==> src/include/adc_capture_defines.svh <==
`ifndef ADC_CAPTURE_DEFINES_SVH
`define ADC_CAPTURE_DEFINES_SVH

// sample and packing geometry
`define SAMPLE_W   12
`define PACK_N     3

// buffer depths, fast in samples and slow in packed words
`define FAST_DEPTH 64
`define SLOW_DEPTH 64

// counter widths
`define CNT_W      16
`define DS_W       13

`endif

==> src/hw/capture_pkg.sv <==
`include "adc_capture_defines.svh"

package capture_pkg;

    // one raw ADC sample
    typedef logic [`SAMPLE_W-1:0] sample_t;

    // capture sequencing
    typedef enum logic [2:0] {
        idle,
        presamp_filling,    // building up the presample window
        presamp_full,       // window full, oldest sample dropped per write
        triggered,
        done                // flushing leftovers from the fast FIFO
    } capture_state_t;

endpackage

==> src/hw/readout_pkg.sv <==
`include "adc_capture_defines.svh"

package readout_pkg;

    // PACK_N samples per word, oldest sample in the top bits
    typedef logic [`PACK_N*`SAMPLE_W-1:0] word_t;

    // byte position within a readout group
    // low-res uses 0..2, hi-res uses 0..8 (two words)
    typedef logic [3:0] byte_idx_t;

endpackage

==> src/hw/fifo_if.sv <==
interface fifo_if #(
    parameter type payload_t = logic
) ();

    logic     wr;
    payload_t din;
    logic     full;
    logic     rd;       // pops the head at the clock edge
    payload_t dout;     // head entry, valid whenever empty is low
    logic     empty;

    modport producer (
        output wr, din,
        input  full
    );

    modport consumer (
        output rd,
        input  dout, empty
    );

    modport fifo_side (
        input  wr, din, rd,
        output full, dout, empty
    );

endinterface

==> src/hw/sync_fifo.sv <==
module sync_fifo #(
    parameter type payload_t = logic,
    parameter int  DEPTH     = 16
) (
    input  logic      adc_sampleclk,
    input  logic      reset,
    fifo_if.fifo_side fifo
);

    localparam int PTR_W = $clog2(DEPTH);

    payload_t         mem [DEPTH];
    logic [PTR_W-1:0] wr_ptr;
    logic [PTR_W-1:0] rd_ptr;
    logic [PTR_W:0]   count;
    logic             do_wr;
    logic             do_rd;

    assign do_wr = fifo.wr & ~fifo.full;     // write ignored while full
    assign do_rd = fifo.rd & ~fifo.empty;    // read ignored while empty

    assign fifo.full  = (count == DEPTH);
    assign fifo.empty = (count == '0);
    assign fifo.dout  = mem[rd_ptr];         // first word fall through

    always_ff @(posedge adc_sampleclk) begin
        if (do_wr) begin
            mem[wr_ptr] <= fifo.din;
        end
    end

    always_ff @(posedge adc_sampleclk) begin
        if (reset) begin
            wr_ptr <= '0;
            rd_ptr <= '0;
            count  <= '0;
        end else begin
            if (do_wr) begin
                wr_ptr <= (wr_ptr == PTR_W'(DEPTH - 1)) ? '0 : wr_ptr + 1'b1;
            end
            if (do_rd) begin
                rd_ptr <= (rd_ptr == PTR_W'(DEPTH - 1)) ? '0 : rd_ptr + 1'b1;
            end
            case ({do_wr, do_rd})
                2'b10:   count <= count + 1'b1;
                2'b01:   count <= count - 1'b1;
                default: count <= count;    // idle or simultaneous push and pop
            endcase
        end
    end

    // count stays within DEPTH and agrees with the pointer distance
    a_count_bound: assert property (@(posedge adc_sampleclk) disable iff (reset)
        (count <= DEPTH) &&
        (int'(wr_ptr) == (int'(rd_ptr) + int'(count)) % DEPTH));

endmodule

==> src/hw/capture_ctrl.sv <==
`include "adc_capture_defines.svh"

module capture_ctrl
    import capture_pkg::*;
(
    input  logic              adc_sampleclk,
    input  logic              reset,
    input  sample_t           adc_data_i,
    input  logic              adc_write_mask_i,
    input  logic              arm_i,
    input  logic              capture_go_i,
    input  logic [`CNT_W-1:0] presample_i,
    input  logic [`CNT_W-1:0] max_samples_i,
    input  logic [`DS_W-1:0]  downsample_i,
    fifo_if.producer          fast_wr,
    fifo_if.consumer          fast_rd,
    output sample_t           sample_o,
    output logic              sample_valid_o,
    output logic              capture_stop_o
);

    capture_state_t    state;
    logic              arm_r;
    logic              arm_rise;
    logic              armed;
    logic [`DS_W-1:0]  ds_cnt;
    logic              ds_strobe;
    logic [`CNT_W-1:0] pre_cnt;
    logic [`CNT_W-1:0] fwd_cnt;
    logic              capture_en;
    logic              accept;
    logic              fwd;
    logic              discard;
    logic              drain;

    assign arm_rise  = arm_i & ~arm_r;
    assign ds_strobe = (ds_cnt == '0);    // first cycle after each wrap

    assign capture_en = (state == presamp_filling) || (state == presamp_full) ||
                        (state == triggered);
    assign accept  = ds_strobe & adc_write_mask_i & capture_en & ~fast_wr.full;
    assign fwd     = accept & (state == triggered) & ~fast_rd.empty;
    assign discard = accept & (state == presamp_full);  // keeps window length fixed
    assign drain   = (state == done) & ~fast_rd.empty;

    assign fast_wr.wr  = accept;
    assign fast_wr.din = adc_data_i;
    assign fast_rd.rd  = fwd | discard | drain;

    // head of the fast FIFO goes straight to the packer
    assign sample_o       = fast_rd.dout;
    assign sample_valid_o = fwd;

    // decimation restarts on each arm edge
    always_ff @(posedge adc_sampleclk) begin
        if (reset) begin
            arm_r  <= 1'b0;
            ds_cnt <= '0;
        end else begin
            arm_r <= arm_i;
            if (arm_rise || (ds_cnt >= downsample_i)) begin
                ds_cnt <= '0;
            end else begin
                ds_cnt <= ds_cnt + 1'b1;
            end
        end
    end

    always_ff @(posedge adc_sampleclk) begin
        if (reset) begin
            state          <= idle;
            armed          <= 1'b0;
            pre_cnt        <= '0;
            fwd_cnt        <= '0;
            capture_stop_o <= 1'b0;
        end else begin
            if (arm_rise) begin
                armed          <= 1'b1;
                capture_stop_o <= 1'b0;  // stop holds until the next arm
            end
            case (state)
                idle: begin
                    pre_cnt <= '0;
                    fwd_cnt <= '0;
                    if (arm_rise || armed) begin
                        if (presample_i != '0) begin
                            state <= presamp_filling;
                            armed <= 1'b0;
                        end else if (capture_go_i) begin
                            state <= triggered;
                            armed <= 1'b0;
                        end
                    end
                end
                presamp_filling: begin
                    if (accept) begin
                        pre_cnt <= pre_cnt + 1'b1;
                    end
                    if (capture_go_i) begin
                        state <= triggered;
                    end else if (accept && (pre_cnt + 1'b1 == presample_i)) begin
                        state <= presamp_full;  // window complete with this write
                    end
                end
                presamp_full: begin
                    if (capture_go_i) begin
                        state <= triggered;
                    end
                end
                triggered: begin
                    if (fwd) begin
                        fwd_cnt <= fwd_cnt + 1'b1;
                        if (fwd_cnt + 1'b1 == max_samples_i) begin
                            capture_stop_o <= 1'b1;
                            state          <= done;
                        end
                    end
                end
                done: begin
                    if (fast_rd.empty) begin
                        state <= idle;
                    end
                end
                default: state <= idle;
            endcase
        end
    end

    // no sample on the strobe is lost to a full fast FIFO during capture
    a_fast_no_overrun: assert property (@(posedge adc_sampleclk) disable iff (reset)
        (ds_strobe && adc_write_mask_i && capture_en) |-> !fast_wr.full);

    // once full, the presample window never runs dry
    a_window_kept: assert property (@(posedge adc_sampleclk) disable iff (reset)
        (state == presamp_full) |-> !fast_rd.empty);

endmodule

==> src/hw/word_packer.sv <==
`include "adc_capture_defines.svh"

module word_packer
    import capture_pkg::*;
    import readout_pkg::*;
(
    input  logic     adc_sampleclk,
    input  logic     reset,
    input  sample_t  sample_i,
    input  logic     sample_valid_i,
    fifo_if.producer slow_wr
);

    localparam int GRP_W  = $clog2(`PACK_N);
    localparam int WORD_W = $bits(word_t);

    word_t             word_r;
    logic [GRP_W-1:0]  grp_cnt;
    logic [`CNT_W-1:0] gap_cnt;
    logic              wr_r;

    assign slow_wr.wr  = wr_r;
    assign slow_wr.din = word_r;

    // newest sample enters at the bottom
    always_ff @(posedge adc_sampleclk) begin
        if (sample_valid_i) begin
            word_r <= {word_r[WORD_W-`SAMPLE_W-1:0], sample_i};
        end
    end

    always_ff @(posedge adc_sampleclk) begin
        if (reset) begin
            grp_cnt <= '0;
            gap_cnt <= '0;
            wr_r    <= 1'b0;
        end else begin
            wr_r <= 1'b0;
            if (sample_valid_i) begin
                gap_cnt <= '0;
                if (grp_cnt == GRP_W'(`PACK_N - 1)) begin
                    grp_cnt <= '0;
                    wr_r    <= 1'b1;    // word goes out next cycle
                end else begin
                    grp_cnt <= grp_cnt + 1'b1;
                end
            end else if (gap_cnt != '1) begin
                gap_cnt <= gap_cnt + 1'b1;
            end else begin
                grp_cnt <= '0;  // capture over, partial group dropped
            end
        end
    end

    a_slow_no_drop: assert property (@(posedge adc_sampleclk) disable iff (reset)
        slow_wr.wr |-> !slow_wr.full)
        else $error("slow FIFO full, packed word dropped");

endmodule

==> src/hw/byte_readout.sv <==
`include "adc_capture_defines.svh"

module byte_readout
    import readout_pkg::*;
(
    input  logic       adc_sampleclk,
    input  logic       reset,
    input  logic       low_res_i,
    input  logic       low_res_lsb_i,
    input  logic       read_en_i,
    fifo_if.consumer   slow_rd,
    output logic [7:0] read_data_o,
    output logic       read_empty_o
);

    localparam byte_idx_t LO_LAST = byte_idx_t'(`PACK_N - 1);
    localparam byte_idx_t HI_MID  = byte_idx_t'(3);   // first word ends mid byte
    localparam byte_idx_t HI_LAST = byte_idx_t'(8);

    byte_idx_t            idx;
    logic [3:0]           nib_r;
    logic                 take;
    logic                 pop;
    logic [`SAMPLE_W-1:0] lo_smp;

    assign read_empty_o = slow_rd.empty;
    assign take         = read_en_i & ~slow_rd.empty;  // empty FIFO holds the index
    assign pop          = low_res_i ? (idx == LO_LAST) : ((idx == HI_MID) || (idx == HI_LAST));
    assign slow_rd.rd   = take & pop;

    always_ff @(posedge adc_sampleclk) begin
        if (reset) begin
            idx <= '0;
        end else if (take) begin
            if (low_res_i ? (idx >= LO_LAST) : (idx >= HI_LAST)) begin
                idx <= '0;
            end else begin
                idx <= idx + 1'b1;
            end
        end
    end

    // low nibble of the last sample in the first word
    always_ff @(posedge adc_sampleclk) begin
        if (take && !low_res_i && (idx == HI_MID)) begin
            nib_r <= slow_rd.dout[3:0];
        end
    end

    always_comb begin
        int lo_pos;
        lo_pos = `PACK_N - 1 - int'(idx);
        lo_smp = slow_rd.dout[lo_pos*`SAMPLE_W +: `SAMPLE_W];
        if (low_res_i) begin
            read_data_o = low_res_lsb_i ? lo_smp[7:0] : lo_smp[`SAMPLE_W-1 -: 8];
        end else begin
            case (idx)
                4'd0:    read_data_o = slow_rd.dout[35:28];
                4'd1:    read_data_o = slow_rd.dout[27:20];
                4'd2:    read_data_o = slow_rd.dout[19:12];
                4'd3:    read_data_o = slow_rd.dout[11:4];
                4'd4:    read_data_o = {nib_r, slow_rd.dout[35:32]};  // straddles two words
                4'd5:    read_data_o = slow_rd.dout[31:24];
                4'd6:    read_data_o = slow_rd.dout[23:16];
                4'd7:    read_data_o = slow_rd.dout[15:8];
                4'd8:    read_data_o = slow_rd.dout[7:0];
                default: read_data_o = 8'h00;
            endcase
        end
    end

endmodule

==> src/hw/adc_capture_top.sv <==
`include "adc_capture_defines.svh"

module adc_capture_top
    import capture_pkg::*;
    import readout_pkg::*;
(
    input  logic              adc_sampleclk,
    input  logic              reset,
    input  sample_t           adc_data_i,
    input  logic              adc_write_mask_i,
    input  logic              arm_i,
    input  logic              capture_go_i,
    output logic              capture_stop_o,
    input  logic [`CNT_W-1:0] presample_i,
    input  logic [`CNT_W-1:0] max_samples_i,
    input  logic [`DS_W-1:0]  downsample_i,
    input  logic              low_res_i,
    input  logic              low_res_lsb_i,
    input  logic              read_en_i,
    output logic [7:0]        read_data_o,
    output logic              read_empty_o
);

    sample_t fwd_sample;
    logic    fwd_valid;

    fifo_if #(.payload_t(sample_t)) fast_if ();
    fifo_if #(.payload_t(word_t))   slow_if ();

    capture_ctrl u_capture_ctrl (
        .adc_sampleclk    (adc_sampleclk),
        .reset            (reset),
        .adc_data_i       (adc_data_i),
        .adc_write_mask_i (adc_write_mask_i),
        .arm_i            (arm_i),
        .capture_go_i     (capture_go_i),
        .presample_i      (presample_i),
        .max_samples_i    (max_samples_i),
        .downsample_i     (downsample_i),
        .fast_wr          (fast_if.producer),
        .fast_rd          (fast_if.consumer),
        .sample_o         (fwd_sample),
        .sample_valid_o   (fwd_valid),
        .capture_stop_o   (capture_stop_o)
    );

    sync_fifo #(.payload_t(sample_t), .DEPTH(`FAST_DEPTH)) u_fast_fifo (
        .adc_sampleclk (adc_sampleclk),
        .reset         (reset),
        .fifo          (fast_if.fifo_side)
    );

    word_packer u_word_packer (
        .adc_sampleclk  (adc_sampleclk),
        .reset          (reset),
        .sample_i       (fwd_sample),
        .sample_valid_i (fwd_valid),
        .slow_wr        (slow_if.producer)
    );

    sync_fifo #(.payload_t(word_t), .DEPTH(`SLOW_DEPTH)) u_slow_fifo (
        .adc_sampleclk (adc_sampleclk),
        .reset         (reset),
        .fifo          (slow_if.fifo_side)
    );

    byte_readout u_byte_readout (
        .adc_sampleclk (adc_sampleclk),
        .reset         (reset),
        .low_res_i     (low_res_i),
        .low_res_lsb_i (low_res_lsb_i),
        .read_en_i     (read_en_i),
        .slow_rd       (slow_if.consumer),
        .read_data_o   (read_data_o),
        .read_empty_o  (read_empty_o)
    );

endmodule

==> config.mk <==
export PLATFORM = sky130hd
export DESIGN_NAME = adc_capture_top
export DESIGN_NICKNAME = d
export VERILOG_FILES = /design/src/hw/capture_pkg.sv /design/src/hw/readout_pkg.sv /design/src/hw/fifo_if.sv /design/src/hw/sync_fifo.sv /design/src/hw/capture_ctrl.sv /design/src/hw/word_packer.sv /design/src/hw/byte_readout.sv /design/src/hw/adc_capture_top.sv
export VERILOG_INCLUDE_DIRS = /design/src /design/src/include
export SDC_FILE = /design/constraint.sdc
export NUM_CORES = 2
export LEC_CHECK = 0
export ABC_AREA = 1
export BUFFER_PORTS_ARGS = -buffer_cell sky130_fd_sc_hd__buf_2
export CAP_MARGIN = 20
export CORE_MARGIN = 5
export CORE_UTILIZATION = 40
export CTS_CLUSTER_DIAMETER = 40
export DETAILED_ROUTE_END_ITERATION = 6
export PLACE_DENSITY = 0.52
export SLEW_MARGIN = 20
export SYNTH_ARGS = -nofsm -noshare
export SYNTH_HDL_FRONTEND = slang
export SYNTH_HIERARCHICAL = 1
export SYNTH_SLANG_ARGS = --single-unit
==> constraint.sdc <==
create_clock -name adc_sampleclk -period 7.6 [get_ports adc_sampleclk]
set_clock_uncertainty 0.1 [all_clocks]
set_input_delay 1.52 -clock adc_sampleclk [delete_from_list [all_inputs] [get_ports adc_sampleclk]]
set_output_delay 1.52 -clock adc_sampleclk [all_outputs]
set_load 0.02 [all_outputs]
; ---- After elaboration in Yosys (flattened, before gate mapping)
; Memory sizes are Yosys's and may differ from the RTL's. A register that Yosys moved wholly into a read port is not among the register bits.
; Index checks and enable logic that the tools add are counted.
[totals]
mem_count = 2
output_inout_bits = 10
ff_bits = 152
ramBits = 3072
[op_classes]
eq_ne = 33
n_lt_le_gt_ge = 3
n_mul = 1
reduce_logical = 25
n_mux = 44
add_sub_neg = 15
shifts = 1
bitwise = 22
[memory_table]
columns = name, words, word_bits, rd, rd_ports_with_merged_regs, wr, line
row1 = u_slow_fifo.mem, 64, 36, 1, 1, 1, sync_fifo.sv:12  ; payload_t mem [DEPTH];
row2 = u_fast_fifo.mem, 64, 12, 1, 1, 1, sync_fifo.sv:12
[op_table]
columns = operator, n
row1 = $pmux 8 s9, 1
row2 = $pmux 16 s2, 2
row3 = $add 16x1->16 const B, 3
row4 = $mux 6, 6
row5 = $shiftx 36x32->12, 1
row6 = $eq 16x16->1, 2
row7 = $mul 32x3->30 const B, 1
row8 = $mux 16, 2
row9 = $pmux 7 s2, 2
row10 = $add 6x1->6 const B, 4
row11 = $eq 6x6->1 const B, 4
row12 = $mux 3, 8
row13 = $eq 4x3->1 const B, 4
row14 = $mux 1, 16
row15 = $mux 8, 2
row16 = $ne 16x16->1 const B, 1
row17 = $reduce_bool 16->1, 1
row18 = $pmux 3 s5, 1
row19 = $add 7x1->7 const B, 2
row20 = $and 1x1->1, 14
row21 = $eq 7x7->1 const B, 2
row22 = $logic_not 7->1, 2
row23 = $sub 7x1->7 const B, 2
row24 = $add 13x1->13 const B, 1
row25 = other kinds (31), 60

; ---- Logic depth before layout (Yosys ltp)
[depth]
word_depth = 12
ltp_mapped = 26
depth_no_buf = 25

; ---- By module
; Netlist, hierarchy kept.
[modules_own_cells]
columns = module, n_inst, cells_per_inst, area_each_um2, seq_area_each_um2
row1 = sync_fifo (u_slow_fifo), 1, 7750, 93566.0, 69686.8
row2 = sync_fifo (u_fast_fifo), 1, 2840, 32755.2, 23562.6
row3 = capture_ctrl, 1, 700, 4277.9, 1021.0
row4 = byte_readout, 1, 467, 2487.4, 200.2
row5 = word_packer, 1, 192, 2114.5, 1461.4

; ---- Worst setup path after synthesis
; No wires, ideal clock.
[synth_timing]
path_type = input -> register
startpoint = input adc_write_mask_i
endpoint = register u_fast_fifo.count[4]
setup_time_ns = 0.116
n_path_buf = 1
arrival_ns = 6.696
setup_slack_ns = 0.687
path_stages = 20
path_cell_list = nand2_1 > nor2_1 > nand3_1 > nor3_1 > inv_1 > o211ai_1 > inv_1 > nor2_2 > ha_1 > buf_2 > xnor2_1 > inv_1 > ha_1 > a21o_1 > nand2_1 > nand2_1 > nand2_1 > nand3_1 > o211ai_1 > inv_1
[synth_via]
elab_chain_len = 10
[synth_lines]
columns = element, line
row1 = start: declaration, adc_capture_top.sv:10  ; input logic adc_write_mask_i,
row2 = $and 1x1->1 * (3 in a row), capture_ctrl.sv:41  ; assign accept = ds_strobe & adc_write_mask_i & capture_en & ~fast_wr.full;
row3 = $and 1x1->1 * (2 in a row), capture_ctrl.sv:42  ; assign fwd = accept & (state == triggered) & ~fast_rd.empty;
row4 = named net fwd_valid, adc_capture_top.sv:25  ; logic fwd_valid;
row5 = $or 1x1->1 * (2 in a row), capture_ctrl.sv:48  ; assign fast_rd.rd = fwd | discard | drain;
row6 = named net fast_if.rd, fifo_if.sv:8  ; logic rd;
row7 = $and 1x1->1 *, sync_fifo.sv:20  ; assign do_rd = fifo.rd & ~fifo.empty;
row8 = $eq 2x1->1 / $eq 2x2->1 (equally long branches), sync_fifo.sv:44  ; case ({do_wr, do_rd})
row9 = $pmux 7 s2 / $reduce_bool 2->1 (equally long branches), --
row10 = end signal: assignment, sync_fifo.sv:45  ; 2'b10: count <= count + 1'b1;
row11 = end signal: assignment, sync_fifo.sv:46  ; 2'b01: count <= count - 1'b1;
row12 = end signal: assignment, sync_fifo.sv:47  ; default: count <= count;
row13 = end: declaration, sync_fifo.sv:15  ; logic [PTR_W:0] count;
; Mark *: on every way through the listed nets, which the timed path passes. The rest lies on a longest branch.
; A chain may end at the register's enable or synchronous reset.

==> results <==
- Across the run, the number of max-cap violations was 0.
- The number of input and output port buffers inserted is 74.
- The number of cells on the worst reg-to-reg path is 20.
- The number of nets in the layout is 12200.
- The leakage power is 0.0558 uW.
- The number of max-slew violations in the final report is 0.
- The min-delay analysis places its worst path in the category reg -> reg.
- Along the worst hold path, the cell count comes to 1.
- STA classifies the critical path endpoint as an output port.
- The total clock sinks is 3236.
- TritonCTS built the clock tree.
- The routed layout has 92500 vias.
- The biggest area contributor in the post-synthesis netlist is sky130_fd_sc_hd__edfxtp_1.
- The commonest register cell after synthesis is sky130_fd_sc_hd__edfxtp_1.
- The launching element type of the critical path is a flip-flop.
- The number of nets handed over by synthesis was 12100.
- The starting DRC count in detailed routing is 9445.
- The floorplan die height is 591 um.
- The later pin in the worst-skew pair is clocked with a latency of 970 ps.
- The completed layout was analyzed and its total power is 42000 uW.
- Ranked by total cell area, the synthesized netlist is headed by sky130_fd_sc_hd__edfxtp_1, sky130_fd_sc_hd__nand3_1, sky130_fd_sc_hd__nand2_1.
- The register clock-pin slew on the reported worst setup and hold paths is 60 ps.
- The hold violation count in the final report is 0.
- The die covers 350000 um2.
- The worst setup path is of the reg -> out kind.
- The count of different cell masters after synthesis is 60.
- The leftover overflow at the end of global routing is 0.
- The clock passes through at most 4 buffers.
- The sequential fraction of the synthesis area is 0.710.
- After detailed routing, the number of remaining DRC violations is 0.
- The largest fanout on the critical path is 150.
- The site row count is 213.
- From left edge to right edge, the die measures 591 um.
- The global-route wire length before repair is 611 mm.
- The starting utilization of the core area is 0.402.
- For this run, the detailed router's first-pass iteration total came to 6.
- Synthesis produced a netlist whose cell count is 11900.
- For this run, the top clock speed supported by timing is 137 MHz.
- The area of the mapped netlist is 135000 um2.
- 75 I/O pins were placed.
- The number of global-route vias before repair came to 89900.
- The maximum number of pins on one net before global-route repair is 183.
- The wire-length estimate of the detail-placed layout is 224 mm.
- The number of buffers inserted for hold repair after clock tree synthesis is 0.
- The worst-margin pin slew is 1190 ps.
- The share of layout cells above drive strength 1 is 0.102.
- Setup repair after global routing left no endpoint under its margin.
- The run finished with clean final reports.
- The number of setup violations in the final report is 0.
- The synthesized design contains 3112 enable-type register cells.
- The core region is 337000 um2.
- The portion of the clock cycle consumed by the worst path in the final layout is 0.960.
- The total track usage is 0.233.
- The initial antenna violation count was 24.
- The area share of the largest cell type after synthesis is 0.691.
- The H-tree level count is 5.
- The share of async-settable or async-resettable flops after synthesis is 0.
- The routed wire length per instance is 24.6 um.
- The per-instance average area after synthesis is 11.3 um2.
- The cell chosen for the clock root is sky130_fd_sc_hd__clkbuf_16.
- The area added between synthesis and finish is 15.8%.
- After synthesis the netlist holds a flip-flop and latch count of 3236.
- The final wirelength is 418 mm.
- At the end of routability-driven placement, the weighted congestion stood at 0.873.
- The final period demand of the worst path is 7290 ps.
- Data on the critical path arrives at its endpoint at 5670 ps.
- The power per cell area is 269 nW/um2.
- The worst voltage drop across the vdd grid is 0.228 mV.
- Headroom to the max-slew limit came out at 0.203.
- The critical path required time is 5980 ps.
- The sum of negative setup slack is 0 ps.
- In this run the remaining antenna-violating nets after routing total 0.
- In the routed layout, each cell is associated on average with a via count of 5.45.
- The number of buffers created by CTS is 464.
- The number of warnings printed during yosys synthesis is 6.
[layout by cell type, fill, tap and decap left out, types with 7 or more instances in the layout]
cell type / synthesis / final
sky130_fd_sc_hd__nand2_1: 3985 / 3985
sky130_fd_sc_hd__edfxtp_1: 3112 / 3112
sky130_fd_sc_hd__nand3_1: 3008 / 3008
sky130_fd_sc_hd__clkbuf_16: 0 / 467
sky130_fd_sc_hd__inv_1: 263 / 260
sky130_fd_sc_hd__buf_4: 66 / 240
sky130_fd_sc_hd__nor2_1: 275 / 184
sky130_fd_sc_hd__dfxtp_1: 124 / 114
sky130_fd_sc_hd__a21oi_1: 80 / 80
sky130_fd_sc_hd__clkinv_1: 4 / 76
sky130_fd_sc_hd__buf_2: 448 / 74
sky130_fd_sc_hd__bufinv_16: 0 / 67
sky130_fd_sc_hd__nor2_4: 4 / 66
sky130_fd_sc_hd__clkinv_2: 0 / 61
sky130_fd_sc_hd__o21ai_0: 59 / 59
sky130_fd_sc_hd__clkbuf_1: 95 / 55
sky130_fd_sc_hd__clkinvlp_4: 0 / 51
sky130_fd_sc_hd__nand4_1: 48 / 48
sky130_fd_sc_hd__nor2_2: 12 / 41
sky130_fd_sc_hd__buf_12: 1 / 39
sky130_fd_sc_hd__ha_1: 38 / 38
sky130_fd_sc_hd__inv_6: 1 / 34
sky130_fd_sc_hd__clkinv_4: 0 / 34
sky130_fd_sc_hd__a31oi_1: 19 / 19
sky130_fd_sc_hd__xnor2_1: 18 / 18
sky130_fd_sc_hd__a211oi_1: 17 / 17
sky130_fd_sc_hd__o22ai_1: 16 / 16
sky130_fd_sc_hd__nand3b_1: 16 / 16
sky130_fd_sc_hd__nor3_1: 17 / 15
sky130_fd_sc_hd__inv_2: 15 / 14
sky130_fd_sc_hd__inv_8: 0 / 11
sky130_fd_sc_hd__diode_2: 0 / 10
sky130_fd_sc_hd__xor2_1: 10 / 10
sky130_fd_sc_hd__nand2_2: 10 / 10
sky130_fd_sc_hd__clkinv_8: 0 / 8
sky130_fd_sc_hd__dfxtp_4: 0 / 8
sky130_fd_sc_hd__inv_16: 0 / 7
[stage by stage]
step | setup WS [ps] | hold WS (ps) | utilization | std cells | area, um2
3_3_place_gp | 1310 | 333 | 0.417 | 16100 | 140000
2_1_floorplan | 687 | 317 | - | 11900 | 135000
5_1_grt | 12.3 | 385 | 0.465 | 17000 | 157000
3_5_place_dp | 1330 | 345 | 0.418 | 16100 | 141000
4_1_cts | 228 | 356 | 0.465 | 17000 | 156000
6_report | 305 | 356 | 0.465 | 17000 | 157000
[worst max-delay path: stages, from the launching register on]
cell	delay, ps
sky130_fd_sc_hd__dfxtp_4	460
sky130_fd_sc_hd__clkinv_16	320
sky130_fd_sc_hd__buf_12	390
sky130_fd_sc_hd__buf_4	470
sky130_fd_sc_hd__nand2_1	120
sky130_fd_sc_hd__nand3_1	100
sky130_fd_sc_hd__nand3_1	90
sky130_fd_sc_hd__nand3_1	90
sky130_fd_sc_hd__nand3_1	340
sky130_fd_sc_hd__nand2_1	270
sky130_fd_sc_hd__nand2_1	100
sky130_fd_sc_hd__nand2_1	170
sky130_fd_sc_hd__nand3_1	130
sky130_fd_sc_hd__nand2_1	90
sky130_fd_sc_hd__nand2_1	50
sky130_fd_sc_hd__inv_1	50
sky130_fd_sc_hd__nand2_1	50
sky130_fd_sc_hd__nand2_1	60
sky130_fd_sc_hd__nand3_1	90
sky130_fd_sc_hd__nand2_1	110
sky130_fd_sc_hd__nor2_1	40
sky130_fd_sc_hd__o21ai_1	490
sky130_fd_sc_hd__buf_2	280
[cell families (layout without fill, tap and decap cells)]
kind of cell | count (synthesis) | in the layout | share of synthesized area
other | 0 | 10 | 0
flip-flops | 3236 | 3236 | 0.710
adder cells (fa/ha/maj) | 39 | 39 | 0.00366
AND/OR/NAND/NOR | 7404 | 7404 | 0.237
XOR/XNOR | 29 | 29 | 0.00198
AO/OA/AOI/OAI | 227 | 227 | 0.00985
buffers and inverters | 1014 | 1512 | 0.0378
[report_power, final]
part | switching [uW] | leakage (uW) | total (uW) | internal [uW]
Combinational | 561 | 0.0192 | 770 | 210
Sequential | 69.8 | 0.0290 | 19500 | 19400
Clock | 8190 | 0.00763 | 21800 | 13600
Total | 8820 | 0.0558 | 42000 | 33200
[Yosys cell counts, drive strengths merged (4+ instances only)]
library cell / n
o22ai: 16
a31oi: 19
ha: 38
xor2: 10
nor4: 4
dfxtp: 124
nand4: 52
xnor2: 18
o21ai: 65
o221ai: 5
clkbuf: 99
clkinv: 4
a211oi: 17
a221oi: 5
nor2: 294
a21oi: 81
edfxtp: 3112
o211ai: 4
o21bai: 5
nand2: 4000
buf: 630
inv: 281
nand3: 3010
nor3b: 4
nand3b: 16
nor3: 21
[layer usage]
layer	global-route usage	up-vias	wire length [um]
li1	-	42400	-
met1	0.321	46000	177000
met2	0.383	3375	199000
met3	0.0312	721	27600
met4	0.0803	2	15200
met5	0	-	18
[flip-flops by register name (all words and copies together) (netlist names), 2 cells and up, named ones only]
register,cells
u_word_packer/slow_wr.din,36
u_word_packer/gap_cnt,16
u_fast_fifo/wr_ptr,6
u_byte_readout/idx,4
u_fast_fifo/rd_ptr,6
u_capture_ctrl/fwd_cnt,16
u_slow_fifo/rd_ptr,6
u_capture_ctrl/ds_cnt,13
u_word_packer/grp_cnt,2
u_slow_fifo/mem,2304
u_capture_ctrl/state,3
u_fast_fifo/mem,768
u_byte_readout/nib_r,4
u_capture_ctrl/pre_cnt,16
u_fast_fifo/count,7
u_slow_fifo/wr_ptr,6
u_slow_fifo/count,7
[final cells by class]
class,count,area [um2]
antenna,10,25.0
fill,30300,180000
timing repair buffer,361,3130
clock inverter,344,4040
clock buffer,522,11900
multi-input combinational,7699,34700
inverter,285,1150
tap,4515,5650
sequential,3236,96000
[worst paths after layout]
kind	startpoint	endpoint	slack, ps
hold / removal	u_capture_ctrl/ds_cnt[0]$_SDFF_PP0_	u_capture_ctrl/ds_cnt[0]$_SDFF_PP0_	360
setup reg to reg	u_capture_ctrl/state[1]$_SDFFE_PP0P_	u_fast_fifo/count[4]$_SDFFE_PP0P_	3030
hold reg to reg	u_capture_ctrl/ds_cnt[0]$_SDFF_PP0_	u_capture_ctrl/ds_cnt[0]$_SDFF_PP0_	360
setup / recovery	flip-flop	read_data_o[7]	310
[repair_timing]
action / in CTS / in global routing
endpoints found under the setup margin: 0 / 1
endpoints found under the hold margin: 0 / 0
buffers inserted: 0 / 0
gates resized for setup: 0 / 1
No activity file was read; power rests on OpenSTA's default activity.
